**src/hw/soc_macros.svh**
```systemverilog
`ifndef SOC_MACROS_SVH
`define SOC_MACROS_SVH

// Bus widths
`define SOC_ADDR_W 32
`define SOC_DATA_W 64
`define SOC_STRB_W (`SOC_DATA_W / 8)
`define SOC_APB_W 32

// L2 geometry, 8-byte words
`define SOC_DRAM_WORDS 1024
`define SOC_L2_IDX_W 10
`define SOC_L2_OFF_W 3

// Memory map
`define SOC_DRAM_BASE 32'h8000_0000
`define SOC_DRAM_LEN (`SOC_DRAM_WORDS * `SOC_STRB_W)
`define SOC_UART_BASE 32'hC000_0000
`define SOC_UART_LEN 32'h0000_1000
`define SOC_CTRL_BASE 32'hD000_0000
`define SOC_CTRL_LEN 32'h0000_1000

// Control register offsets
`define SOC_CTRL_OFF_W 12
`define SOC_CTRL_EXIT_OFF 12'h000
`define SOC_CTRL_SCRATCH_OFF 12'h008

`endif

```
**src/hw/soc_pkg.sv**
```systemverilog
`include "soc_macros.svh"

package soc_pkg;

  ////////////////////////////////////////////////////////////
  // Basic vectors
  typedef logic [`SOC_ADDR_W-1:0]   addr_t;
  typedef logic [`SOC_DATA_W-1:0]   data_t;
  typedef logic [`SOC_STRB_W-1:0]   strb_t;
  typedef logic [`SOC_APB_W-1:0]    apb_data_t;
  typedef logic [`SOC_L2_IDX_W-1:0] l2_idx_t;

  typedef enum logic [1:0] {
    TGT_L2,
    TGT_UART,
    TGT_CTRL,
    TGT_NONE
  } target_e;

  typedef enum logic [1:0] {
    APB_IDLE,
    APB_SETUP,
    APB_ACCESS
  } apb_state_e;

  ////////////////////////////////////////////////////////////
  // Host bus
  typedef struct packed {
    logic  write;
    addr_t addr;
    data_t wdata;
    strb_t strb;
  } bus_req_t;

  typedef struct packed {
    data_t rdata;
    logic  err;
  } bus_rsp_t;

  // Request as held by the decode stage
  typedef struct packed {
    bus_req_t req;
    target_e  tgt;
  } stage_req_t;

  // Byte lanes of new_w replace old_w where strb is set
  function automatic data_t merge_bytes(data_t old_w, data_t new_w, strb_t strb);
    data_t res;
    res = old_w;
    for (int b = 0; b < `SOC_STRB_W; b++) begin
      if (strb[b]) begin
        res[b*8 +: 8] = new_w[b*8 +: 8];
      end
    end
    return res;
  endfunction

endpackage

```
**src/hw/apb_bridge.sv**
```systemverilog
`timescale 1ns/10ps

module apb_bridge (
  input  logic                clk_i,
  input  logic                arst_n_i,
  input  logic                start_i,
  input  soc_pkg::stage_req_t stg_i,
  output logic                done_o,
  output soc_pkg::bus_rsp_t   rsp_o,
  output logic                uart_psel_o,
  output logic                uart_penable_o,
  output logic                uart_pwrite_o,
  output soc_pkg::addr_t      uart_paddr_o,
  output soc_pkg::apb_data_t  uart_pwdata_o,
  input  soc_pkg::apb_data_t  uart_prdata_i,
  input  logic                uart_pready_i,
  input  logic                uart_pslverr_i
);
  import soc_pkg::*;

  apb_state_e state_q;
  apb_state_e state_d;

  always_comb begin
    state_d = state_q;
    case (state_q)
      APB_IDLE: begin
        if (start_i) begin
          state_d = APB_SETUP;
        end
      end
      APB_SETUP: begin
        state_d = APB_ACCESS;
      end
      APB_ACCESS: begin
        // Wait states until the slave is ready
        if (uart_pready_i) begin
          state_d = APB_IDLE;
        end
      end
      default: begin
        state_d = APB_IDLE;
      end
    endcase
  end

  always_ff @(posedge clk_i or negedge arst_n_i) begin
    if (!arst_n_i) begin
      state_q <= APB_IDLE;
    end else begin
      state_q <= state_d;
    end
  end

  assign uart_psel_o    = (state_q != APB_IDLE);
  assign uart_penable_o = (state_q == APB_ACCESS);
  assign uart_pwrite_o  = stg_i.req.write;
  assign uart_paddr_o   = stg_i.req.addr;
  assign uart_pwdata_o  = apb_data_t'(stg_i.req.wdata);

  // Completes in the pready cycle
  assign done_o      = (state_q == APB_ACCESS) && uart_pready_i;
  assign rsp_o.rdata = stg_i.req.write ? '0 : data_t'(uart_prdata_i);
  assign rsp_o.err   = uart_pslverr_i;

endmodule

```
**config.mk**
```make
export PLATFORM = sky130hd
export DESIGN_NAME = apb_bridge
export DESIGN_NICKNAME = d
export VERILOG_FILES = /design/src/hw/soc_pkg.sv /design/src/hw/apb_bridge.sv
export VERILOG_INCLUDE_DIRS = /design/src /design/src/hw
export SDC_FILE = /design/constraint.sdc
export NUM_CORES = 1
export LEC_CHECK = 0
export ABC_CLOCK_PERIOD_IN_PS = 1680
export BUFFER_PORTS_ARGS = -buffer_cell sky130_fd_sc_hd__buf_2
export CAP_MARGIN = 20
export CORE_AREA = 2 2 106 108
export CTS_BUF_LIST = sky130_fd_sc_hd__clkbuf_4 sky130_fd_sc_hd__clkbuf_8
export DETAILED_ROUTE_END_ITERATION = 10
export DIE_AREA = 0 0 108 110
export PLACE_DENSITY = 0.5
export SETUP_SLACK_MARGIN = 0.3
export SYNTH_ARGS = -nofsm -noshare
export SYNTH_HDL_FRONTEND = slang
export SYNTH_SLANG_ARGS = --single-unit
```
**constraint.sdc**
```tcl
create_clock -name clk_i -period 1.68 [get_ports clk_i]
set_input_delay 0.168 -clock clk_i [delete_from_list [all_inputs] [get_ports clk_i]]
set_output_delay 0.168 -clock clk_i [all_outputs]
set_load 0.01 [all_outputs]
```
=== Word-level counts from Yosys, hierarchy flattened ===
Cells that the tools add are included.

* Bits in registers: 2
* Logic and storage cells: 13

* Reduce and logical (&&, ||, !) cells: 4
* Eq/ne operators: 4
* Multiplexer cells: 4

{| class="wikitable"
|+ Operators by type and width
! operator !! number
|-
| two-way mux 32 bit || 1
|-
| case mux 2 bit (3 select lines) || 1
|-
| two-way mux 2 bit || 2
|-
| == test 2 x 1 -> 1 bit (second input constant) || 1
|-
| == test 2 bit (second input constant) || 1
|-
| logical NOT 2 bit || 1
|-
| != test 2 x 1 -> 1 bit (second input constant) || 1
|-
| != test 2 bit (second input constant) || 1
|-
| AND reduction 2 bit || 1
|-
| nonzero test 2 bit || 1
|-
| logical AND 1 bit || 1
|}

=== Longest topological paths before layout ===
* Word-level depth: 3
* Depth in mapped cells: 2
* Gate-level depth less buffers: 2

=== Worst setup path before layout ===
No wires, ideal clock.

* Path type: register -> output
* Start: reg state_q[0]
* End: out done_o
* Data arrival time: 0.739 ns
* Cell stages (with the launch flop): 3
* Data required time: 1.512 ns
* Path slack: 0.773 ns
* Cell sequence: dfrtp_1 -> nor2b_2 -> and2_1

* Longest elaborated chain between the ends: 2

{| class="wikitable"
|+ Ends and longest elaborated chain
! element !! line !! RTL
|-
| start, declared || apb_bridge.sv:21 || <nowiki>apb_state_e state_q;</nowiki>
|-
| start signal, assigned || apb_bridge.sv:51 || <nowiki>state_q <= state_d;</nowiki>
|-
| == test 2 bit || n/a ||
|-
| net uart_penable_o || apb_bridge.sv:11 || <nowiki>output logic uart_penable_o,</nowiki>
|-
| logical AND 1 bit || apb_bridge.sv:62 || <nowiki>assign done_o = (state_q == APB_ACCESS) && uart_pready_i;</nowiki>
|-
| end, declared || apb_bridge.sv:8 || <nowiki>output logic done_o,</nowiki>
|}

The timed path passes the listed nets, and every way through them passes these cells.

=== Worst setup path in the final report ===
* Start: reg state_q[1]
* End: out done_o

* Longest elaborated chain between the ends: 2

{| class="wikitable"
|+ Ends and longest elaborated chain
! element !! line
|-
| == test 2 bit || apb_bridge.sv:62
|-
| logical AND 1 bit || apb_bridge.sv:62
|}

Every way passes these cells.

==> flow_metrics.env <==
export IMPL_insertion_delay_ns=0.21
export IMPL_max_flop_register="state_q"
export IMPL_hold_depth=3
export IMPL_drive_above_1_share_pct=72.2
export IMPL_post_dp_hpwl_um=2200
export IMPL_drt_iter0_markers=21
export IMPL_hp_class="in2reg"
export IMPL_clockBufferDepth=2
export IMPL_multi_input_area_sq_um=439
export IMPL_synth_area_sq_um=1150
export IMPL_maxCapViolations=0
export IMPL_yosysWarningCount=0
export IMPL_final_common_cell="buf_2"
export IMPL_min_period_ns=1.20
export IMPL_ys_top_cells_by_area="buf_4 (64%), nor2b_2 (24%), dfrtp_1 (4.4%), buf_6 (2.9%), nor2b_1 (1.1%)"
export IMPL_ant_nets=0
export IMPL_power_density_nw_per_um2=514
export IMPL_gp_congestion=0.617
export IMPL_leakagePower_uw=0.000600
export IMPL_finish_net_count=297
export IMPL_achievable_frequency_mhz=830
export IMPL_avgViaCountPerCell=2.49
export IMPL_cts_tree="built"
export IMPL_rows=38
export IMPL_die_w_um=108
export IMPL_grt_setup_unrepaired="false"
export IMPL_area_delta_synth_final_pct=-4.26
export IMPL_regArea_sq_um=50.0
export IMPL_ys_ff_latch=2
export IMPL_power_frac_clock_pct=33.0
export IMPL_largest_registers="state_q (2)"
export IMPL_clock_skew_ns=0.00116
export IMPL_drc_errors=0
export IMPL_setup_viol=0
export IMPL_grt_pass1_vias=598
export IMPL_antenna_found_initial=0
export IMPL_p_sw_share_pct=36.7
export IMPL_first_pass_iters=2
export IMPL_p_int_uw=357
export IMPL_startpoint_type="flop"
export IMPL_ff2ff_path_depth=2
export IMPL_n_fill_cell=1254
export IMPL_h_tree_depth=1
export IMPL_power_frac_comb_pct=51.7
export IMPL_cts_resized=0
export IMPL_power_frac_seq_pct=15.3
export IMPL_vias=728
export IMPL_layout_common_cells="buf_2 (72), conb_1 (32), nor2b_2 (31)"
export IMPL_grt_total_usage_pct=3.19
export IMPL_cts_buffers=3
export IMPL_final_hold_viol_count=0
export IMPL_grt_pass1_wl_um=2810
export IMPL_postCtsSetupRepairBufs=0
export IMPL_switchingPower_uw=207
export IMPL_wl_um=2440
export IMPL_ff2ff_setup_slack_ns=0.88
export IMPL_final_util_pct=10.3
export IMPL_holdPathEnd="state_q[0]"
export IMPL_yosysSeqAreaShare_pct=4.37
export IMPL_end_kind="primary output"
export IMPL_core_area_sq_um=10700
export IMPL_status="finished, final reports clean"
export IMPL_r2r_start="state_q[0]"
export IMPL_arrival_ns=1.04
export IMPL_min_from="start_i"
export IMPL_cts_reportedPaths_clkPinSlew_ns=0.03
export IMPL_fin_tns_setup_ns=0
export IMPL_cts_root_buffer="clkbuf_8"
export IMPL_ios=277
export IMPL_syn_avg_cell_area_sq_um=8.01
export IMPL_initial_utilization_pct=10.7
export IMPL_fp_dieArea_sq_um=11900
export IMPL_clock_sinks=2
export IMPL_r2r_end="state_q[0]"
export IMPL_grt_max_degree=22
export IMPL_vdd_ir_drop_max_v=0.000473
export IMPL_cp_required_ns=1.51
export IMPL_ys_types=12
export IMPL_largest_register_ffs=2
export IMPL_criticalPathCategory="reg2out"
export IMPL_crit_path_max_fanout=4
export IMPL_die_h_um=110
export IMPL_synthCells=143
export IMPL_yosysTopAreaCellShare_pct=64.2
export IMPL_fin_crit_sh_pct=71.7
export IMPL_yosys_area_top_type="buf_4"
export IMPL_io_buffer_count=72
export IMPL_wire_per_inst_um=8.36
export IMPL_hold_buffers=1
export IMPL_slew_violations=0
export IMPL_grt_ovfl_total=0
-- worst max path at each step --
| stage | slack [ns] | from | to | cells after the start |
|---|---|---|---|---|
| CTS | 0.46 | state_q[1] | done_o | 3 |
| global route | 0.42 | state_q[1] | done_o | 3 |
| detailed placement | 0.69 | state_q[1] | done_o | 3 |
| finish | 0.48 | state_q[1] | done_o | 3 |
| floorplan | 0.77 | state_q[0] | done_o | 2 |
| global placement | 0.71 | stg_i[106] | rsp_o[26] | 4 |
-- logic make-up after synthesis --
kind of cell | count (synthesis) | share of synthesized area, %
buf+inv | 102 | 67.5
simple gates | 37 | 27.0
flops | 2 | 4.37
mux | 1 | 0.873
other cells | 1 | 0.327
-- metrics by stage --
stage	power [uW]	cells	hold WS, ns	worst slack, ns	cell area, sq um
floorplan	476	174	-0.128	0.773	1260
global placement	374	287	-0.0444	0.711	1040
detailed placement	381	287	-0.0432	0.689	1040
CTS	579	291	0.185	0.460	1090
global route	609	291	0.200	0.424	1090
finish	564	292	0.189	0.475	1100
-- area by class of cell --
type                       count  area share, %
antenna                        1          0.228
clock buffer                   3           3.76
inverter                       1          0.342
multi-input combinational     70           40.0
sequential                     2           4.56
tap                          140           16.0
timing repair buffer          75           35.1
-- power groups by stage --
| stage | Combinational, uW | Sequential, uW | Clock [uW] |
|---|---|---|---|
| after floorplan | 394 | 81.7 | 0 |
| after global placement | 291 | 83.3 | 0 |
| after detailed placement | 294 | 86.8 | 0 |
| after CTS | 297 | 86.9 | 195 |
| after global routing | 321 | 89.9 | 197 |
| final | 292 | 86.4 | 186 |
-- Yosys cell counts, drive strengths merged --
cell    number
nor2         1
or2          1
dfrtp        2
mux2i        1
buf        101
conb         1
nor2b       33
inv          1
and2         1
nand2b       1
-- metal layers --
metal | share of wire, % | global-route usage (%)
met2 | 51 | 6.06
met5 | 0 | 0
met4 | 6.4 | 3.57
met3 | 17 | 1.12
met1 | 26 | 2.29
-- worst max-delay path, stage by stage (launching register included) --
cell     delay, ns
dfrtp_1       0.39
nor2b_2       0.16
and2_1        0.15
buf_2         0.13
Power figures use the tool's default switching activity.
