--- src/hw/soc_macros.svh ---
`ifndef SOC_MACROS_SVH
`define SOC_MACROS_SVH

// Bus widths
`define SOC_ADDR_W 32
`define SOC_DATA_W 64
`define SOC_STRB_W (`SOC_DATA_W / 8)
`define SOC_APB_W 32

// L2 geometry, 8-byte words
`define SOC_DRAM_WORDS 1024
`define SOC_L2_IDX_W 10
`define SOC_L2_OFF_W 3

// Memory map
`define SOC_DRAM_BASE 32'h8000_0000
`define SOC_DRAM_LEN (`SOC_DRAM_WORDS * `SOC_STRB_W)
`define SOC_UART_BASE 32'hC000_0000
`define SOC_UART_LEN 32'h0000_1000
`define SOC_CTRL_BASE 32'hD000_0000
`define SOC_CTRL_LEN 32'h0000_1000

// Control register offsets
`define SOC_CTRL_OFF_W 12
`define SOC_CTRL_EXIT_OFF 12'h000
`define SOC_CTRL_SCRATCH_OFF 12'h008

`endif

--- src/hw/soc_pkg.sv ---
`include "soc_macros.svh"

package soc_pkg;

  ////////////////////////////////////////////////////////////
  // Basic vectors
  typedef logic [`SOC_ADDR_W-1:0]   addr_t;
  typedef logic [`SOC_DATA_W-1:0]   data_t;
  typedef logic [`SOC_STRB_W-1:0]   strb_t;
  typedef logic [`SOC_APB_W-1:0]    apb_data_t;
  typedef logic [`SOC_L2_IDX_W-1:0] l2_idx_t;

  typedef enum logic [1:0] {
    TGT_L2,
    TGT_UART,
    TGT_CTRL,
    TGT_NONE
  } target_e;

  typedef enum logic [1:0] {
    APB_IDLE,
    APB_SETUP,
    APB_ACCESS
  } apb_state_e;

  ////////////////////////////////////////////////////////////
  // Host bus
  typedef struct packed {
    logic  write;
    addr_t addr;
    data_t wdata;
    strb_t strb;
  } bus_req_t;

  typedef struct packed {
    data_t rdata;
    logic  err;
  } bus_rsp_t;

  // Request as held by the decode stage
  typedef struct packed {
    bus_req_t req;
    target_e  tgt;
  } stage_req_t;

  // Byte lanes of new_w replace old_w where strb is set
  function automatic data_t merge_bytes(data_t old_w, data_t new_w, strb_t strb);
    data_t res;
    res = old_w;
    for (int b = 0; b < `SOC_STRB_W; b++) begin
      if (strb[b]) begin
        res[b*8 +: 8] = new_w[b*8 +: 8];
      end
    end
    return res;
  endfunction

endpackage

--- src/hw/addr_decode.sv ---
`timescale 1ns/10ps
`include "soc_macros.svh"

module addr_decode (
  input  logic                clk_i,
  input  logic                arst_n_i,
  input  logic                req_valid_i,
  output logic                req_ready_o,
  input  soc_pkg::bus_req_t   req_i,
  input  logic                txn_done_i,
  output soc_pkg::stage_req_t stg_o,
  output logic                l2_start_o,
  output logic                uart_start_o,
  output logic                ctrl_start_o,
  output logic                none_start_o
);
  import soc_pkg::*;

  stage_req_t stg_q;
  target_e    tgt_d;
  logic       accept;
  logic       busy_q;
  logic       launch_q;
  logic [3:0] start_q;

  function automatic logic in_window(addr_t addr, addr_t base, addr_t len);
    return (addr >= base) && ((addr - base) < len);
  endfunction

  assign req_ready_o = ~busy_q;
  assign accept      = req_valid_i & ~busy_q;

  // Region compare on the incoming address
  always_comb begin
    if (in_window(req_i.addr, `SOC_DRAM_BASE, `SOC_DRAM_LEN)) begin
      tgt_d = TGT_L2;
    end else if (in_window(req_i.addr, `SOC_UART_BASE, `SOC_UART_LEN)) begin
      tgt_d = TGT_UART;
    end else if (in_window(req_i.addr, `SOC_CTRL_BASE, `SOC_CTRL_LEN)) begin
      tgt_d = TGT_CTRL;
    end else begin
      tgt_d = TGT_NONE;
    end
  end

  always_ff @(posedge clk_i) begin
    if (accept) begin
      stg_q <= '{req: req_i, tgt: tgt_d};
    end
  end

  always_ff @(posedge clk_i or negedge arst_n_i) begin
    if (!arst_n_i) begin
      busy_q   <= 1'b0;
      launch_q <= 1'b0;
      start_q  <= '0;
    end else begin
      launch_q <= accept;
      // One-hot start, one cycle wide
      start_q  <= launch_q ? (4'b0001 << stg_q.tgt) : 4'b0000;
      if (accept) begin
        busy_q <= 1'b1;
      end else if (txn_done_i) begin
        busy_q <= 1'b0;
      end
    end
  end

  assign stg_o        = stg_q;
  assign l2_start_o   = start_q[TGT_L2];
  assign uart_start_o = start_q[TGT_UART];
  assign ctrl_start_o = start_q[TGT_CTRL];
  assign none_start_o = start_q[TGT_NONE];

endmodule

--- config.mk ---
export PLATFORM = sky130hd
export DESIGN_NAME = addr_decode
export DESIGN_NICKNAME = d
export VERILOG_FILES = /design/src/hw/soc_pkg.sv /design/src/hw/addr_decode.sv
export VERILOG_INCLUDE_DIRS = /design/src /design/src/hw
export SDC_FILE = /design/constraint.sdc
export NUM_CORES = 1
export LEC_CHECK = 0
export BUFFER_PORTS_ARGS = -buffer_cell sky130_fd_sc_hd__buf_2
export CORE_MARGIN = 2
export CORE_UTILIZATION = 42
export CTS_CLUSTER_DIAMETER = 40
export DETAILED_ROUTE_END_ITERATION = 16
export PLACE_DENSITY = 0.87
export RECOVER_POWER = 100
export REMOVE_ABC_BUFFERS = 1
export SKIP_LAST_GASP = 1
export SLEW_MARGIN = 0
export SYNTH_ARGS = -nofsm -noshare
export SYNTH_HDL_FRONTEND = slang
export SYNTH_SLANG_ARGS = --single-unit
--- constraint.sdc ---
create_clock -name clk_i -period 7.1 [get_ports clk_i]
set_input_delay 1.775 -clock clk_i [delete_from_list [all_inputs] [get_ports clk_i]]
set_output_delay 1.775 -clock clk_i [all_outputs]
set_load 0.05 [all_outputs]
# Yosys cells after proc, flatten, opt, wreduce, memory -nomap -nowiden
# Index checks and enable logic that the tools add are counted.
totals:
  out_inout_bits: 112
  register_bits: 113
  input_bits: 109
  latchBits: 0
  wordCells: 31
  mem_bits_rw: 0
  n_memories: 0
  romBits: 0
classes:
  n_addsub: 3
  reduce_logical: 5
  n_eq_ne: 0
  shifts: 1
  n_bitwise: 2
  order_cmp: 6
  n_mul: 0
  muxes: 5
  n_div: 0
op_table:
  columns: ["operator", "n"]
  rows:
  - [">= comparator 32 bit, second input constant", 3]
  - ["subtractor 32 bit, second input constant", 3]
  - ["less-than comparator 32 x 13 -> 1 bit, second input constant", 2]
  - ["less-than comparator 32 x 14 -> 1 bit, second input constant", 1]
  - ["2-to-1 mux 1 bit", 4]
  - ["2-to-1 mux 4 bit", 1]
  - ["left shift 1 x 2 -> 4 bit, first input constant", 1]
  - ["logical AND 1 bit", 3]
  - ["nonzero test 2 bit", 1]
  - ["OR reduction 2 bit", 1]
  - ["AND 1 bit", 1]
  - ["NOT 1 bit", 1]

# Logic depth before layout (Yosys ltp)
# Gate-level depths: netlist of run 1.
logic_depth:
  ltp_word: 5
  ltp_mapped: 3
  depth_no_buf: 3

# Least setup slack after synthesis of run 1
# Ideal clock, no wire load.
synth_path:
  kind: "input to register"
  from: "input req_valid_i"
  to: "register launch_q"
  path_stages: 1
  t_arrival_ps: 6473
  slack_ps: 0
  n_path_buf: 0
  setup_time_ps: 627
  required_time_ps: 6473
  cell_sequence: "nor2b_1"
synth_between:
  elab_chain_cells: 1
synth_lines:
  columns: ["item", "line_no", "rtl"]
  rows:
  - ["start, declared", "addr_decode.sv:7", "input logic req_valid_i,"]
  - ["AND 1 bit", "addr_decode.sv:31", "assign accept = req_valid_i & ~busy_q;"]
  - ["end signal, assigned", "addr_decode.sv:58", "launch_q <= accept;"]
  - ["end, declared", "addr_decode.sv:23", "logic launch_q;"]
# No other way between the ends.
# A chain may end at the register's enable or synchronous reset.

# Worst setup path in the final report of run 1
layout_path:
  from: "input req_valid_i"
  to: "register stg_q (netlist bit stg_o[23]), enable pin"
layout_between:
  elab_chain_cells: 1
layout_lines:
  columns: ["item", "line_no", "rtl"]
  rows:
  - ["AND 1 bit", "addr_decode.sv:31", null]
  - ["via accept", "addr_decode.sv:21", "logic accept;"]
  - ["end signal, assigned", "addr_decode.sv:48", "stg_q <= '{req: req_i, tgt: tgt_d};"]
  - ["end, declared", "addr_decode.sv:19", "stage_req_t stg_q;"]
# The timed path passes the listed nets, and every way through them passes these cells.

==> flow_metrics.tcl, run 1 <==
set metrics [dict create \
    synth_area_leaders "edfxtp_1, dfrtp_1, nor4b_2, nor2b_1, nor4_2" \
    num-nets-final 483 \
    grt_max_degree 58 \
    seq_area_frac_synth 0.962 \
    io_buffer_count 220 \
    wl_per_cell_um 16.0 \
    ys_types 18 \
    tightest_slew_ns 2.87 \
    syn_avg_cell_area_um2 26.3 \
    synth_top_area_frac 0.919 \
    min-delay-start "stg_o[0]" \
    n_fill_cell 657 \
    p_leak_nw 1.90 \
    post_cts_buffers 0 \
    rsz0062_at_grt "false" \
    required_ns 7.21 \
    dr.pass1.iters 5 \
    ctsHoldBuffers 0 \
    ys_ff_latch 113 \
    final_cell_mix "clkbuf_1, edfxtp_1, buf_2" \
    drive_gt1_frac 0.313 \
    viasPerCell 4.49 \
    pwr-share-clk 0.423 \
    p_comb_frac 0.132 \
    routed_wl_mm 7.85 \
    initial_core_util 0.430 \
    status "finished with violations" \
    finalMaxSlewViolations 58 \
    syn_inst 133 \
    worst-setup-path-type "input port to flip-flop" \
    ioPinCount 221 \
    power.switching_mw 0.507 \
    ir_worst_vdd_v 0.000223 \
    setup_tns_ns 0 \
    final.setup.worst_slack_ns 2.36 \
    gp_congestion 0.687 \
    core_um2 8130 \
    intPower_mw 1.30 \
    switching_share 0.281 \
    r2r_slack_ns 3.35 \
    slew_headroom -0.910 \
    cap_violations 1 \
    pwr-share-seq 0.446 \
    die-area_um2 9070 \
    grt_pass1_wl_mm 10.7 \
    whs_ns 0.520 \
    antennaDiodeCount 0 \
    grt_pass1_vias 2202 \
    drcViolationCount 0 \
    num_rows 33 \
    cts-root-buf "clkbuf_8" \
    fmax_mhz 211 \
    cts-resized-gates 0 \
    cts_made_buffers 17 \
    stdcell_area_um2 5120 \
    path_max_fanout 57 \
    setup_viol 0 \
    fin_worst_skew_ns 0.00800 \
    cts_sinks 113 \
    yosys_warnings 0 \
    fp.dieH_um 95.2 \
    vias 2210 \
    grtUsageTotal 0.165 \
    crit_path_start "req_valid_i" \
    drt.antenna.violating_nets 0 \
    start_kind "input port" \
    grt_antenna_before_repair 0 \
    clockBufferDepth 2 \
    post-place-ws_ns 3.49 \
    netlist_area_um2 3490 \
    finalCritPeriodShare 0.668 \
    htreeDepth 4 \
    dpl.hpwl_mm 5.89 \
    die_w_um 95.2 \
    worstSkewPairLatency_ns 0.49 \
    tritoncts "built" \
    path_clk_slew_ns 0.05 \
    drt_iter0_drc 71 \
    power_density_nw_per_um2 352 \
    violations "max-capacitance violations, max-slew violations" \
    final_common_cell "clkbuf_1" \
    grt_remaining_overflow 0 \
    placed_cell_area_um2 4750 \
    reg2reg_from "busy_q" \
    hp-class "flip-flop to flip-flop" \
    end_kind "flip-flop" \
    final-hold-violation-count 0 \
    yosysTopAreaCell "edfxtp_1" \
    area_growth_pct 46.4 \
    critPathArrivalTime_ns 4.86 \
    period_needed_ns 4.74 \
]
==> cell usage after synthesis, drive strengths merged <==
cell    instances
a2111o          1
a21oi           1
and3            1
and3b           1
dfrtp           6
edfxtp        107
inv             1
nand2           2
nand3           1
nor2            3
nor2b           2
nor3            1
nor3b           1
nor4            2
nor4b           1
o21bai          1
or3             1
==> layer usage <==
metal / share of wire / track usage / vias to the layer above / routed length (µm)
li1: - / - / 1025 / -
met1: 0.36 / 0.175 / 1019 / 2810
met2: 0.50 / 0.278 / 154 / 3940
met3: 0.12 / 0.0704 / 12 / 974
met4: 0.017 / 0.0906 / 0 / 133
met5: 0 / 0 / - / 0
==> final timing paths <==
path,cells after the start,to
max,4,stg_o[23]
min reg2reg,1,start_q[0]
max reg2reg,3,stg_o[23]
min in group asynchronous,1,launch_q
max in group asynchronous,1,busy_q
min,1,start_q[0]
==> critical path: stages <==
cell and delay (ns):
buf_2 0.08, nor2b_1 0.12, clkbuf_1 2.03, buf_4 0.79
==> through the flow <==
step,power (mW),utilization,std cells
final,1.80,0.629,492
after global routing,1.86,0.629,492
after CTS,1.83,0.651,492
after detailed placement,1.07,0.584,460
after global placement,1.06,0.584,460
after floorplan,0.995,-,133
==> registers in the layout (all words and copies together) (netlist names) <==
| register | count |
|---|---|
| stg_o | 107 |
| start_q | 4 |
| busy_q | 1 |
| launch_q | 1 |
==> layout make-up <==
cell class              instances  area, µm²  share of cell area
inverters                       1       3.75            0.000734
clock inverters                15        134              0.0262
multi-input cells              19        121              0.0237
clock buffers                  17        414              0.0809
repair buffers                222        948               0.185
well taps                     105        131              0.0257
flip-flops and latches        113       3360               0.657
==> cells by family (layout without fill, tap and decap cells) <==
kind of cell	count (synthesis)	count (layout)	synth area share
flip-flops	113	113	0.962
AND/OR/NAND/NOR	16	16	0.0297
buffers and inverters	1	255	0.00107
AO/OA/AOI/OAI	3	3	0.00680
==> power by group through the flow <==
| stage | clock network [mW] | registers, mW | logic (mW) |
|---|---|---|---|
| finish | 0.762 | 0.804 | 0.237 |
| global route | 0.802 | 0.808 | 0.249 |
| CTS | 0.778 | 0.801 | 0.254 |
| detailed placement | 0 | 0.814 | 0.254 |
| global placement | 0 | 0.812 | 0.251 |
| floorplan | 0 | 0.972 | 0.0235 |
(Power assumes the default switching activity.)
==> run 2: changes to the inputs <==
==> constraint.sdc (replaced) <==
create_clock -name clk_i -period 4.5 [get_ports clk_i]
set_input_delay 1.125 -clock clk_i [delete_from_list [all_inputs] [get_ports clk_i]]
set_output_delay 1.125 -clock clk_i [all_outputs]
set_load 0.05 [all_outputs]
==> flow_metrics.tcl, run 2 (synthesis gave the netlist of run 1 again) <==
set metrics [dict create \
    ctsHoldBuffers 0 \
    slowest_delay_ns 1.89 \
    final_cell_mix "clkbuf_1, edfxtp_1, buf_2" \
    reg2reg_from "busy_q" \
    cts-resized-gates 0 \
    routed_wl_mm 8.12 \
    reg2regPathDepth 2 \
    status "finished with violations" \
    die_w_um 95.2 \
    placed_cell_area_um2 4750 \
    violations "max-capacitance violations, max-slew violations" \
    antennaDiodeCount 0 \
    cpMaxStageDelayCell "clkbuf_1" \
    grt_pass1_vias 2234 \
    largest_register_ffs 107 \
    cts_sinks 113 \
    grt_pass1_wl_mm 10.8 \
    grt_util_met3 0.0893 \
    wl_per_cell_um 16.5 \
    drt.antenna.violating_nets 0 \
    tightest_slew_ns 2.64 \
    p_leak_nw 1.92 \
    start_kind "input port" \
    final_common_cell "clkbuf_1" \
    power_density_nw_per_um2 570 \
    num_rows 33 \
    gp_congestion 0.701 \
    fin_worst_skew_ns 0.00672 \
    slew_headroom -0.761 \
    ioPinCount 221 \
    worst-setup-path-type "input port to flip-flop" \
    drcViolationCount 0 \
    fmax_mhz 310 \
    dr.pass1.iters 5 \
    htreeDepth 4 \
    final-hold-violation-count 0 \
    drt_iter0_drc 77 \
    rsz0062_at_grt "false" \
    core_um2 8130 \
    io_buffer_count 220 \
    postLayoutCoreUtil 0.633 \
    tritoncts "built" \
    cap_violations 1 \
    cts_made_buffers 17 \
    die-area_um2 9070 \
    reg2reg_to "stg_o[54]" \
    post_cts_buffers 0 \
    cts-root-buf "clkbuf_8" \
    period_needed_ns 3.23 \
    required_ns 4.55 \
    use_met2 0.288 \
    initial_core_util 0.430 \
    critPathArrivalTime_ns 3.28 \
    fp.dieH_um 95.2 \
    grt_max_degree 59 \
    r2r_slack_ns 1.60 \
    num-nets-final 483 \
    final.setup.worst_slack_ns 1.27 \
    grtUsageTotal 0.170 \
    dpl.hpwl_mm 6.08 \
    viasPerCell 4.48 \
    grt_remaining_overflow 0 \
    use_met1 0.174 \
    hp-class "input port to async pin" \
    crit_chain "buf_2, nor2b_1, clkbuf_1" \
    drive_gt1_frac 0.315 \
    power.total_mw 2.93 \
    post-place-ws_ns 2.16 \
    ir_worst_vdd_v 0.000352 \
    path_max_fanout 51 \
    finalCritPeriodShare 0.717 \
    clockBufferDepth 2 \
    vias 2206 \
    finalMaxSlewViolations 52 \
    crit_family "buffers and inverters" \
    end_kind "flip-flop" \
    grt_antenna_before_repair 1 \
    setup_viol 0 \
    worstSkewPairLatency_ns 0.50 \
    crit_cells 3 \
    area_growth_pct 47.3 \
    crit_path_start "req_valid_i" \
    grt-busiest-layer "met2" \
    endpoint "stg_o[54]" \
    path_clk_slew_ns 0.05 \
    stdcell_area_um2 5150 \
    path_buf_inv 2 \
]
==> run 2: cell count changes in the layout (fill, tap and decap cells not counted), moves of 2 or more <==
| cell | change |
|---|---|
| clkinv_4 | -2 |
| clkbuf_1 | -2 |
| buf_2 | +2 |
| inv_6 | -3 |
| bufinv_16 | +2 |
==> run 2: final cells by class <==
| class | count | area, µm² |
|---|---|---|
| Inverter | 1 | 3.75 |
| Fill cell | 648 | 2990 |
| Tap cell | 105 | 131 |
| Sequential cell | 113 | 3360 |
| Timing Repair Buffer | 222 | 948 |
| Multi-Input combinational cell | 19 | 121 |
| Clock buffer | 17 | 414 |
| Clock inverter | 15 | 166 |
==> run 2: metrics by stage <==
| stage | setup TNS, ns | hold WS, ns | instances |
|---|---|---|---|
| after floorplan | -208.48 | 0.494 | 133 |
| after global placement | 0 | 0.499 | 460 |
| after detailed placement | 0 | 0.504 | 460 |
| after CTS | 0 | 0.412 | 492 |
| after global routing | 0 | 0.491 | 492 |
| final | 0 | 0.486 | 492 |
==> run 2: worst min-delay path by stage <==
stage / from / to / slack [ns] / cells past startpoint
after floorplan: launch_q / start_q[1] / 0.49 / 2
after global placement: stg_o[1] / start_q[1] / 0.50 / 1
after detailed placement: stg_o[0] / start_q[0] / 0.50 / 1
after CTS: arst_n_i / start_q[0] / 0.41 / 1
after global routing: arst_n_i / start_q[3] / 0.49 / 1
final: arst_n_i / start_q[0] / 0.49 / 1
==> run 2: layer usage <==
| metal | up-vias | part of all wire |
|---|---|---|
| li1 | 1021 | - |
| met1 | 1023 | 0.35 |
| met2 | 142 | 0.51 |
| met3 | 18 | 0.13 |
| met4 | 2 | 0.015 |
| met5 | - | 0.0016 |
==> run 2: report_power, final <==
part	total, mW	switching [mW]	internal, mW
clock network	1.29	0.453	0.838
logic	0.375	0.316	0.0591
registers	1.27	0.0204	1.25
