--- src/hw/soc_macros.svh ---
`ifndef SOC_MACROS_SVH
`define SOC_MACROS_SVH

// Bus widths
`define SOC_ADDR_W 32
`define SOC_DATA_W 64
`define SOC_STRB_W (`SOC_DATA_W / 8)
`define SOC_APB_W 32

// L2 geometry, 8-byte words
`define SOC_DRAM_WORDS 1024
`define SOC_L2_IDX_W 10
`define SOC_L2_OFF_W 3

// Memory map
`define SOC_DRAM_BASE 32'h8000_0000
`define SOC_DRAM_LEN (`SOC_DRAM_WORDS * `SOC_STRB_W)
`define SOC_UART_BASE 32'hC000_0000
`define SOC_UART_LEN 32'h0000_1000
`define SOC_CTRL_BASE 32'hD000_0000
`define SOC_CTRL_LEN 32'h0000_1000

// Control register offsets
`define SOC_CTRL_OFF_W 12
`define SOC_CTRL_EXIT_OFF 12'h000
`define SOC_CTRL_SCRATCH_OFF 12'h008

`endif

--- src/hw/soc_pkg.sv ---
`include "soc_macros.svh"

package soc_pkg;

  ////////////////////////////////////////////////////////////
  // Basic vectors
  typedef logic [`SOC_ADDR_W-1:0]   addr_t;
  typedef logic [`SOC_DATA_W-1:0]   data_t;
  typedef logic [`SOC_STRB_W-1:0]   strb_t;
  typedef logic [`SOC_APB_W-1:0]    apb_data_t;
  typedef logic [`SOC_L2_IDX_W-1:0] l2_idx_t;

  typedef enum logic [1:0] {
    TGT_L2,
    TGT_UART,
    TGT_CTRL,
    TGT_NONE
  } target_e;

  typedef enum logic [1:0] {
    APB_IDLE,
    APB_SETUP,
    APB_ACCESS
  } apb_state_e;

  ////////////////////////////////////////////////////////////
  // Host bus
  typedef struct packed {
    logic  write;
    addr_t addr;
    data_t wdata;
    strb_t strb;
  } bus_req_t;

  typedef struct packed {
    data_t rdata;
    logic  err;
  } bus_rsp_t;

  // Request as held by the decode stage
  typedef struct packed {
    bus_req_t req;
    target_e  tgt;
  } stage_req_t;

  // Byte lanes of new_w replace old_w where strb is set
  function automatic data_t merge_bytes(data_t old_w, data_t new_w, strb_t strb);
    data_t res;
    res = old_w;
    for (int b = 0; b < `SOC_STRB_W; b++) begin
      if (strb[b]) begin
        res[b*8 +: 8] = new_w[b*8 +: 8];
      end
    end
    return res;
  endfunction

endpackage

--- src/hw/resp_mux.sv ---
`timescale 1ns/10ps

module resp_mux (
  input  logic                clk_i,
  input  logic                arst_n_i,
  input  soc_pkg::stage_req_t stg_i,
  input  logic                none_start_i,
  input  logic                l2_done_i,
  input  soc_pkg::bus_rsp_t   l2_rsp_i,
  input  logic                uart_done_i,
  input  soc_pkg::bus_rsp_t   uart_rsp_i,
  input  logic                ctrl_done_i,
  input  soc_pkg::bus_rsp_t   ctrl_rsp_i,
  output logic                rsp_valid_o,
  input  logic                rsp_ready_i,
  output soc_pkg::bus_rsp_t   rsp_o,
  output logic                txn_done_o
);
  import soc_pkg::*;

  logic     sel_done;
  bus_rsp_t sel_rsp;
  logic     valid_q;
  bus_rsp_t rsp_q;

  always_comb begin
    sel_done = 1'b0;
    // Unmapped address gets zero data with error
    sel_rsp  = '{rdata: '0, err: 1'b1};
    case (stg_i.tgt)
      TGT_L2: begin
        sel_done = l2_done_i;
        sel_rsp  = l2_rsp_i;
      end
      TGT_UART: begin
        sel_done = uart_done_i;
        sel_rsp  = uart_rsp_i;
      end
      TGT_CTRL: begin
        sel_done = ctrl_done_i;
        sel_rsp  = ctrl_rsp_i;
      end
      TGT_NONE: begin
        sel_done = none_start_i;
      end
      default: begin
        sel_done = 1'b0;
      end
    endcase
  end

  always_ff @(posedge clk_i or negedge arst_n_i) begin
    if (!arst_n_i) begin
      valid_q <= 1'b0;
    end else if (valid_q && rsp_ready_i) begin
      valid_q <= 1'b0;
    end else if (sel_done) begin
      valid_q <= 1'b1;
    end
  end

  // Held stable while the host stalls
  always_ff @(posedge clk_i) begin
    if (sel_done && !valid_q) begin
      rsp_q <= sel_rsp;
    end
  end

  assign rsp_valid_o = valid_q;
  assign rsp_o       = rsp_q;
  assign txn_done_o  = valid_q & rsp_ready_i;

endmodule

--- config.mk ---
export PLATFORM = sky130hd
export DESIGN_NAME = resp_mux
export DESIGN_NICKNAME = d
export VERILOG_FILES = /design/src/hw/soc_pkg.sv /design/src/hw/resp_mux.sv
export VERILOG_INCLUDE_DIRS = /design/src /design/src/hw
export SDC_FILE = /design/constraint.sdc
export NUM_CORES = 1
export LEC_CHECK = 0
export BUFFER_PORTS_ARGS = -buffer_cell sky130_fd_sc_hd__buf_2
export CORE_AREA = 2 2 145 147
export DETAILED_ROUTE_END_ITERATION = 6
export DIE_AREA = 0 0 147 149
export GPL_TIMING_DRIVEN = 0
export HOLD_SLACK_MARGIN = 0.05
export PLACE_DENSITY_LB_ADDON = 0.12
export SLEW_MARGIN = 10
export SYNTH_ARGS = -nofsm -noshare
export SYNTH_HDL_FRONTEND = slang
export SYNTH_SLANG_ARGS = --single-unit
--- constraint.sdc ---
create_clock -name clk_i -period 5.02 [get_ports clk_i]
set_input_delay 0 -clock clk_i [delete_from_list [all_inputs] [get_ports clk_i]]
set_output_delay 0 -clock clk_i [all_outputs]
set_load 0.1 [all_outputs]
# --- Yosys cells after proc, flatten, opt, wreduce, memory -nomap -nowiden ---
# Cells that the tools add are included.
totals:
  input_bits: 309
  output_inout_bits: 67
  regBits: 66
op_classes:
  eq_ne: 3
  n_reduce_logical: 5
  muxes: 4
  n_bitwise: 1
ops:
  columns: ["operator", "n"]
  rows:
  - ["$pmux W65 S3", 1]
  - ["$eq A2 B2 Y1 const B", 2]
  - ["$pmux W1 S4", 1]
  - ["$eq A2 B1 Y1 const B", 1]
  - ["$logic_and A1 B1 Y1", 2]
  - ["$logic_not A2 Y1", 1]
  - ["$mux W1", 2]
  - ["$reduce_bool A2 Y1", 1]
  - ["$and A1 B1 Y1", 1]
  - ["$logic_not A1 Y1", 1]

# --- Logic depth before layout (Yosys ltp) ---
# Gate-level depths: netlist (run 1).
depth:
  word_depth: 4
  mapped_depth: 5
  mapped_depth_nobuf: 2

# --- Least setup slack after synthesis (run 1) ---
# OpenSTA, ideal clock, no wires.
synth_path:
  kind: "register -> register"
  start: "register valid_q, in the netlist rsp_valid_o"
  end: "register rsp_q, in the netlist rsp_o[0], enable pin"
  required_time_ns: 4.524
  path_stages_with_launch: 2
  arrival_ns: 3.780
  setup_slack_ns: 0.744
  cell_sequence: "dfrtp_1 > nor2b_1"
synth_via:
  elab_chain_cells: 2
synth_lines:
  columns: ["element", "line_no", "rtl"]
  rows:
  - ["from (decl)", "resp_mux.sv:23", "logic valid_q;"]
  - ["from (signal assigned)", "resp_mux.sv:54", "valid_q <= 1'b0;"]
  - ["from (signal assigned)", "resp_mux.sv:56", "valid_q <= 1'b0;"]
  - ["from (signal assigned)", "resp_mux.sv:58", "valid_q <= 1'b1;"]
  - ["$logic_not A1 Y1", "resp_mux.sv:64", "if (sel_done && !valid_q) begin"]
  - ["$logic_and A1 B1 Y1", "resp_mux.sv:64", null]
  - ["to (signal assigned)", "resp_mux.sv:65", "rsp_q <= sel_rsp;"]
  - ["to (decl)", "resp_mux.sv:24", "bus_rsp_t rsp_q;"]
# No other way between the ends.
# A chain may end at the register's enable or synchronous reset.

==> flow_summary.json, run 1 <==
{
  "syn-mean-instance-area_um2": 15.0,
  "grt_antenna_before_repair": 5,
  "drive_gt1_frac": 0.464,
  "met2_wirelength_um": 6320,
  "end_kind": "flop",
  "syn_inst": 225,
  "start_util": 0.164,
  "relSlewSlack": 0.519,
  "arrival_ps": 1860,
  "vdd_drop_max_v": 0.000141,
  "ioPinCount": 376,
  "tritoncts": "yes",
  "synthTopCellsByArea": "edfxtp_1 (58%), mux2i_1 (20%), o2bb2ai_1 (17%), buf_4 (1.1%), buf_2 (0.89%)",
  "vias": 3636,
  "period_minus_slack_ps": 1780,
  "fill_cells": 2156,
  "drc": 0,
  "setup_viol": 0,
  "fin_cells": 919,
  "cts.sink_count": 66,
  "cts_max_path_buffers": 2,
  "r2r_end": "rsp_o[4]",
  "globalplace.congestion": 0.727,
  "wl_per_cell_um": 14.7,
  "ys_warn_count": 0,
  "clk_latency_ps": 340,
  "port_buffers": 269,
  "fin_tns_setup_ps": 0,
  "via_per_inst": 3.96,
  "power.density_mw_per_mm2": 306,
  "crit_cells": 5,
  "ant_nets": 0,
  "r2r_cells": 2,
  "final_common_cell": "buf_2",
  "cp-start-kind": "input pin",
  "slew_viol_final": 0,
  "ctsRootBufferMaster": "clkbuf_16",
  "critPathRequiredTime_ps": 5110,
  "top_layer": "met5",
  "final_cell_mix": "buf_2 (275), dlygate4sd3_1 (130), mux2i_1 (66), edfxtp_1 (65), o2bb2ai_1 (64)",
  "path_clk_slew_ps": 60,
  "area_growth_pct": 98.9,
  "whs_endpoint": "rsp_o[38]",
  "wl_met1_um": 5600,
  "cp_max_fo": 10,
  "hpwl_um": 10200,
  "synth_top_area_cell": "edfxtp_1",
  "syn-num-nets": 534,
  "die_area_mm2": 0.0219,
  "min_period_over_period": 0.354,
  "num-nets-final": 946,
  "ys_ff_latch": 66,
  "holdPathStages": 3,
  "reg2reg_from": "rsp_valid_o",
  "grt_max_degree": 27,
  "first_pass_iters": 4,
  "rsz0062_at_grt": "no",
  "detail_route.iter0.violations": 88,
  "seqCellArea_mm2": 0.00198,
  "grt-ovfl-total": 0,
  "max_freq_mhz": 562,
  "cp_num_buf_inv": 4,
  "criticalPathCategory": "input pin to flop",
  "cts-hold-fix-buffers": 130,
  "multiInputGateArea_mm2": 0.00128,
  "status": "finished, final reports clean",
  "min_path_type": "input pin to flop",
  "totalPowerFinal_mw": 2.05,
  "yosysSeqAreaShare": 0.587,
  "coreArea_mm2": 0.0206,
  "die_h_um": 149,
  "leakagePower_nw": 3.03,
  "crit_path_max_incr_delay_ps": 580,
  "cp_cell_sequence": "buf_2 > buf_1 > clkbuf_1 > o2bb2ai_1 > dlygate4sd3_1",
  "r2r_setup_slack_ps": 3400,
  "rows": 53,
  "cp_slowest_cell": "dlygate4sd3_1",
  "worst_pin_slew_ps": 720,
  "synth_top_area_frac": 0.579,
  "cts-resized-gates": 0,
  "place_inst": 771,
  "grt_pass1_wl_um": 20200,
  "synth_cell_types": 15,
  "die_w_um": 147,
  "worstHoldStart": "uart_rsp_i[38]",
  "wl_met3_um": 1270,
  "skew_ps": 5.74,
  "cap_violations": 0,
  "grt_pass1_vias": 3753,
  "crit_family": "buffers and inverters",
  "cts_max_level": 3,
  "grt_usage": 0.121,
  "post_cts_buffers": 0,
  "finalWirelength_um": 13500,
  "numCtsBuffers": 9,
  "hold_ws_ps": 79.8,
  "hold_viol": 0,
  "netlist_area_mm2": 0.00337
}
[registers in the layout, summed over array words and instances, names as in the netlist]
register	count
rsp_o	65
rsp_valid_o	1
[worst max path at each step]
stage                start  slack, ps         to
6_report          stg_i[1]       3240  rsp_o[54]
5_1_grt           stg_i[1]       3020  rsp_o[52]
4_1_cts           stg_i[1]       3200  rsp_o[56]
3_5_place_dp      stg_i[0]       3260   rsp_o[5]
3_3_place_gp      stg_i[0]       -790   rsp_o[5]
2_1_floorplan  rsp_valid_o        740   rsp_o[0]
[report_power, final]
part	internal [mW]	total (mW)	switching, mW
Sequential	0.677	0.689	0.0120
Combinational	0.235	0.750	0.515
Clock	0.376	0.612	0.237
[layout make-up]
cell class,count,area share
repair buffers,401,0.402
flip-flops and latches,66,0.295
clock inverters,4,0.00672
diodes,4,0.00149
inverters,1,0.000560
multi-input cells,136,0.192
well taps,275,0.0514
clock buffers,10,0.0342
plain buffers,22,0.0164
[synth_stat cells, drive strengths merged]
library cell,n
edfxtp,65
and2,1
nor2b,2
mux2,1
dfrtp,1
mux2i,66
o2bb2ai,64
inv,1
nor2,1
mux4,1
clkbuf,7
buf,15
[through the flow]
| stage | utilization | setup WS, ps | area, µm² |
|---|---|---|---|
| after floorplan | - | 744 | 3370 |
| after global placement | 0.246 | -793 | 5060 |
| after detailed placement | 0.249 | 3260 | 5110 |
| after CTS | 0.325 | 3200 | 6690 |
| after global routing | 0.326 | 3020 | 6690 |
| final | 0.326 | 3240 | 6700 |
[worst min-delay path: cells and delay by family]
family                 cells  cell delay (ps)
AO/OA/AOI/OAI              1              160
buffers and inverters      1               70
multiplexers               1               60
[logic make-up after synthesis]
group	share of synthesized area
buffers and inverters	0.0338
and+or+nand+nor	0.00669
AOI/OAI and AO/OA	0.166
DFF	0.587
muxes	0.206
[metal layers]
layer | GRT usage | vias to the layer above
li1 | - | 1759
met1 | 0.142 | 1676
met2 | 0.200 | 176
met3 | 0.0443 | 21
met4 | 0.0548 | 4
met5 | 0 | -
Note: power is estimated with default switching activity, not from simulation.
==> run 2, diff against run 1 <==
ABC_AREA = 1   (was default)
CORE_AREA = 2 2 148 150   (was 2 2 145 147)
DIE_AREA = 0 0 150 152   (was 0 0 147 149)
clock period = 1.7 ns   (was 5.02 ns; I/O delays follow)
==> run 2 against run 1 <==
  * Largest power group unchanged
  * Register-to-register slack got worse by 3200 ps
  * Sequential cell count unchanged
  * Synthesized cell count increased by 62%
  * Area after synthesis decreased by 2.7%
  * Count of clock-buffer cells in the layout unchanged
  * Design area decreased by 1.0%
  * Highest routed layer is now met4
  * Sequential power increased to 3.0 times the previous value
  * Final cell count increased by 16%
  * Combinational power increased to 3.3 times the previous value
  * Die area increased by 4.1%
==> flow_summary.json, run 2 <==
{
  "synth_top_area_cell": "edfxtp_1",
  "min_period_over_period": 0.889,
  "vias": 4122,
  "synth_cell_types": 14,
  "die_w_um": 150,
  "rows": 54,
  "largest_register_ffs": 65,
  "power.density_mw_per_mm2": 964,
  "grt_pass1_vias": 4188,
  "slew_viol_final": 0,
  "grt_usage": 0.116,
  "r2r_end": "rsp_o[27]",
  "relSlewSlack": 0.644,
  "cp_max_fo": 15,
  "detail_route.iter0.violations": 72,
  "cts.sink_count": 66,
  "multiInputGateArea_mm2": 0.00112,
  "period_minus_slack_ps": 1510,
  "drc": 0,
  "syn_inst": 365,
  "worst_pin_slew_ps": 537,
  "r2r_setup_slack_ps": 190,
  "met3_usage": 0.0375,
  "fill_cells": 2318,
  "reg2reg_from": "rsp_valid_o",
  "area_growth_pct": 102,
  "ys_top_cells_by_count": "nand2_1 (199), nand3_1 (68), edfxtp_1 (65), buf_2 (8)",
  "totalPowerFinal_mw": 6.39,
  "final_common_cell": "buf_2",
  "grt_antenna_before_repair": 2,
  "ioPinCount": 376,
  "cp-start-kind": "flop",
  "grt-ovfl-total": 0,
  "busiest_layer": "met2",
  "drive_gt1_frac": 0.396,
  "synthTopCellsByArea": "edfxtp_1 (60%), nand2_1 (23%), nand3_1 (10%), buf_6 (2.1%), buf_4 (1.4%)",
  "r2r_cells": 4,
  "ys.flop_type": "edfxtp_1",
  "globalplace.congestion": 0.792,
  "crit_path_max_incr_delay_ps": 490,
  "via_per_inst": 3.86,
  "vdd_drop_max_v": 0.000404,
  "ys_warn_count": 0,
  "cp_slowest_cell": "dfrtp_4",
  "stdcell_area_mm2": 0.00663,
  "worstSetupEndpoint": "rsp_o[27]",
  "grt_max_degree": 35,
  "tritoncts": "yes",
  "netlist_area_mm2": 0.00328,
  "hold_viol": 0,
  "rsz0062_at_grt": "no",
  "ant_nets": 0,
  "grt_use_met2": 0.204,
  "cts_max_level": 3,
  "num-nets-final": 1091,
  "path_clk_slew_ps": 60,
  "use_met1": 0.129,
  "arrival_ps": 1530,
  "numCtsBuffers": 9,
  "clk_latency_ps": 340,
  "async_flop_share": 0.0152,
  "die_area_mm2": 0.0228,
  "startpoint": "rsp_valid_o",
  "first_pass_iters": 5,
  "cts_max_path_buffers": 2,
  "worst_slack_ps": 189,
  "leakagePower_nw": 3.17,
  "synth_edf_count": 65,
  "worstHoldStart": "uart_done_i",
  "place_ws_ps": -283,
  "finalWirelength_um": 13500,
  "cp_cell_sequence": "nor2_1 > nand2_1 > clkinvlp_4 > buf_4",
  "final_cell_mix": "buf_2 (278), nand2_1 (199), dlygate4sd3_1 (133), nand3_1 (68), edfxtp_1 (65)",
  "syn-num-nets": 674,
  "wl_per_cell_um": 12.7,
  "hpwl_um": 9930,
  "synth_top_area_frac": 0.596,
  "criticalPathCategory": "flop to flop",
  "ctsRootBufferMaster": "clkbuf_16",
  "skew_ps": 10.1,
  "syn-mean-instance-area_um2": 8.98,
  "critPathRequiredTime_ps": 1720,
  "die_h_um": 152,
  "ys_ff_latch": 66,
  "setup_viol": 0,
  "end_kind": "flop",
  "port_buffers": 270,
  "yosysSeqAreaShare": 0.603,
  "seqCellArea_mm2": 0.00198,
  "status": "finished, final reports clean",
  "coreArea_mm2": 0.0214,
  "max_freq_mhz": 662,
  "min_path_type": "input pin to flop",
  "start_util": 0.153,
  "cap_violations": 0,
  "grt_pass1_wl_um": 20500,
  "yosysMostFrequentCell": "nand2_1",
  "dpl-instance-area_mm2": 0.00501
}
[run 2: worst min path at each step]
| stage | to | slack (ps) | depth (start not counted) |
|---|---|---|---|
| floorplan | rsp_valid_o | -300 | 0 |
| global placement | rsp_valid_o | -220 | 1 |
| detailed placement | rsp_valid_o | -220 | 1 |
| CTS | rsp_valid_o | 160 | 5 |
| global route | rsp_valid_o | 230 | 5 |
| finish | rsp_valid_o | 170 | 5 |
[run 2: critical path, delay by kind of cell, from the launching register on]
family,cells,cell delay [ps]
buffers and inverters,2,430
DFF,1,490
and+or+nand+nor,2,260
[run 2: cells by family after synthesis]
group | share of synthesized area
buffers and inverters | 0.0535
AO/OA/AOI/OAI | 0.00382
AND/OR/NAND/NOR | 0.339
flip-flops | 0.603
[run 2: final cells by class]
type / count / share of cell area
repair buffers: 405 / 0.409
flip-flops and latches: 66 / 0.299
multi-input cells: 273 / 0.170
well taps: 280 / 0.0528
clock buffers: 10 / 0.0345
plain buffers: 20 / 0.0230
clock inverters: 5 / 0.00698
inverters: 6 / 0.00396
repair inverters: 1 / 0.00113
diodes: 1 / 0.000377
[run 2: stage by stage]
step,cells,setup TNS [ps],hold WS (ps),util
finish,1067,0,167,0.311
global route,1066,0,230,0.310
CTS,1066,0,158,0.310
detailed placement,916,-11110,-223,0.234
global placement,915,-53210,-224,0.234
floorplan,365,-27350,-296,-
[run 2: what timing repair did]
item | CTS | global route
setup buffers | 1 | 0
hold endpoints to repair | 67 | 0
endpoints found under the setup margin | 65 | 0
gates resized for setup | 1 | 0
hold buffers | 133 | 0
[run 2: where the power goes]
part           leakage, nW  internal, mW  switching (mW)
combinational         2.41         0.678            1.81
clock                0.135          1.11           0.708
sequential           0.634          2.05          0.0418
[run 2: routing by layer]
metal | routed length, µm | vias up
li1 | - | 2046
met1 | 5570 | 1874
met2 | 6430 | 188
met3 | 1270 | 14
met4 | 244 | 0
met5 | 0 | -
==> run 3, diff against run 2 <==
ABC_AREA = default   (was 1)
CORE_AREA = 2 2 145 147   (was 2 2 148 150)
DIE_AREA = 0 0 147 149   (was 0 0 150 152)
==> run 3 against run 2 <==
  * Sequential power decreased by 2%
  * Die area shrank 3.9%
  * Setup slack worse by 54 ps
  * Final cell count shrank 12%
  * Clock power down 9%
  * Routed wire length up 0.75%
  * Sequential share of layout area shrank 1.1 points
  * Hold slack got worse by 120 ps
  * Total power fell by 7.4%
  * Count of clock-buffer cells in the layout unchanged
  * Critical path type unchanged
  * Critical endpoint is now rsp_o[41]
  * Largest cell class unchanged
  * Largest power group unchanged
==> flow_summary.json, run 3 (synthesis gave the netlist of run 1 again) <==
{
  "status": "finished, final reports clean",
  "fin_tns_setup_ps": 0,
  "power.density_mw_per_mm2": 859,
  "min_period_over_period": 0.921,
  "arrival_ps": 1590,
  "fill_cells": 2165,
  "cts-resized-gates": 0,
  "coreArea_mm2": 0.0206,
  "min_path_type": "input pin to flop",
  "final_cell_mix": "buf_2 (275), dlygate4sd3_1 (152), mux2i_1 (66), edfxtp_1 (65), o2bb2ai_1 (64)",
  "skew_ps": 6.60,
  "post_cts_buffers": 0,
  "wl_per_cell_um": 14.5,
  "leakagePower_nw": 3.08,
  "grt-ovfl-total": 0,
  "first_pass_iters": 5,
  "grt_pass1_wl_um": 20100,
  "final_common_cell": "buf_2",
  "largest_register_ffs": 65,
  "clk_latency_ps": 330,
  "cts-hold-fix-buffers": 152,
  "cts_max_path_buffers": 2,
  "globalplace.congestion": 0.741,
  "vdd_drop_max_v": 0.000418,
  "start_util": 0.164,
  "finalWirelength_um": 13600,
  "path_clk_slew_ps": 50,
  "criticalPathCategory": "flop to flop",
  "cp_slowest_cell": "dfrtp_4",
  "cts.sink_count": 66,
  "ant_nets": 0,
  "rsz0062_at_grt": "no",
  "crit_path_max_incr_delay_ps": 500,
  "grt_antenna_before_repair": 1,
  "tritoncts": "yes",
  "grt_pass1_vias": 3754,
  "place_ws_ps": -88.1,
  "totalPowerFinal_mw": 5.92,
  "grt_usage": 0.120,
  "num-nets-final": 968,
  "cap_violations": 0,
  "area_growth_pct": 104,
  "grt_max_degree": 28,
  "vias": 3653,
  "relSlewSlack": 0.492,
  "hold_ws_ps": 48.4,
  "die_area_mm2": 0.0219,
  "setup_viol": 0,
  "drc": 0,
  "cp_cell_sequence": "nor2b_4 > buf_12",
  "seqCellArea_mm2": 0.00198,
  "die_w_um": 147,
  "critPathRequiredTime_ps": 1730,
  "slew_viol_final": 0,
  "multiInputGateArea_mm2": 0.00128,
  "worst_slack_ps": 134,
  "worst_pin_slew_ps": 763,
  "max_freq_mhz": 639,
  "port_buffers": 269,
  "r2r_cells": 2,
  "drive_gt1_frac": 0.451,
  "cts_max_level": 3,
  "detail_route.iter0.violations": 70,
  "period_minus_slack_ps": 1570,
  "numCtsBuffers": 9,
  "cp_max_fo": 27,
  "die_h_um": 149,
  "hold_viol": 0,
  "rows": 53,
  "holdPathStages": 3,
  "via_per_inst": 3.89,
  "end_kind": "flop",
  "ioPinCount": 376,
  "cp-start-kind": "flop",
  "ctsRootBufferMaster": "clkbuf_16",
  "hpwl_um": 9940
}
[run 3: cell types whose count changed in the layout (fill, tap and decap cells not counted), sizes merged, moves of 2 or more]
cell	change
buf	-6
clkbuf	+7
clkinvlp	-2
dlygate4sd3	+19
inv	-4
mux2i	+66
nand2	-199
nand3	-68
nor2	-3
nor2b	+2
o2bb2ai	+64
[run 3: where the power goes]
group | leakage [nW] | internal [mW] | switching [mW] | total, mW
Combinational | 2.32 | 0.702 | 1.53 | 2.23
Clock | 0.127 | 0.960 | 0.686 | 1.65
Sequential | 0.631 | 2.00 | 0.0376 | 2.04
Total | 3.08 | 3.66 | 2.26 | 5.92
[run 3: final timing paths]
path	slack, ps	to	start
min reg2reg	620	rsp_valid_o	rsp_valid_o
max in group asynchronous	1020	rsp_valid_o	arst_n_i
min	50	rsp_o[57]	l2_rsp_i[57]
max reg2reg	130	rsp_o[41]	rsp_valid_o
max	130	rsp_o[41]	rsp_valid_o
min in group asynchronous	550	rsp_valid_o	arst_n_i
[run 3: stage by stage]
step / instance area, µm² / util / std cells
after floorplan: 3380 / - / 225
after global placement: 5070 / 0.247 / 769
after detailed placement: 5110 / 0.249 / 771
after CTS: 6880 / 0.335 / 938
after global routing: 6880 / 0.335 / 938
final: 6890 / 0.335 / 939
[run 3: layer usage]
layer,GRT usage,up-vias,wire (µm)
li1,-,1799,-
met1,0.142,1673,5730
met2,0.208,170,6620
met3,0.0379,11,1080
met4,0.0433,0,192
met5,0,-,0
[run 3: layout make-up]
type | instances | share of cell area
timing repair buffer | 423 | 0.422
sequential | 66 | 0.288
multi-input combinational | 136 | 0.187
tap | 275 | 0.0500
clock buffer | 10 | 0.0333
buffer | 22 | 0.0160
clock inverter | 5 | 0.00327
inverter | 1 | 0.000545
antenna | 1 | 0.000363
[run 3: critical path: cells and delay by family, from the launching register on]
family / cells / cell delay, ps
buf+inv: 1 / 270
simple gates: 1 / 470
flops: 1 / 500
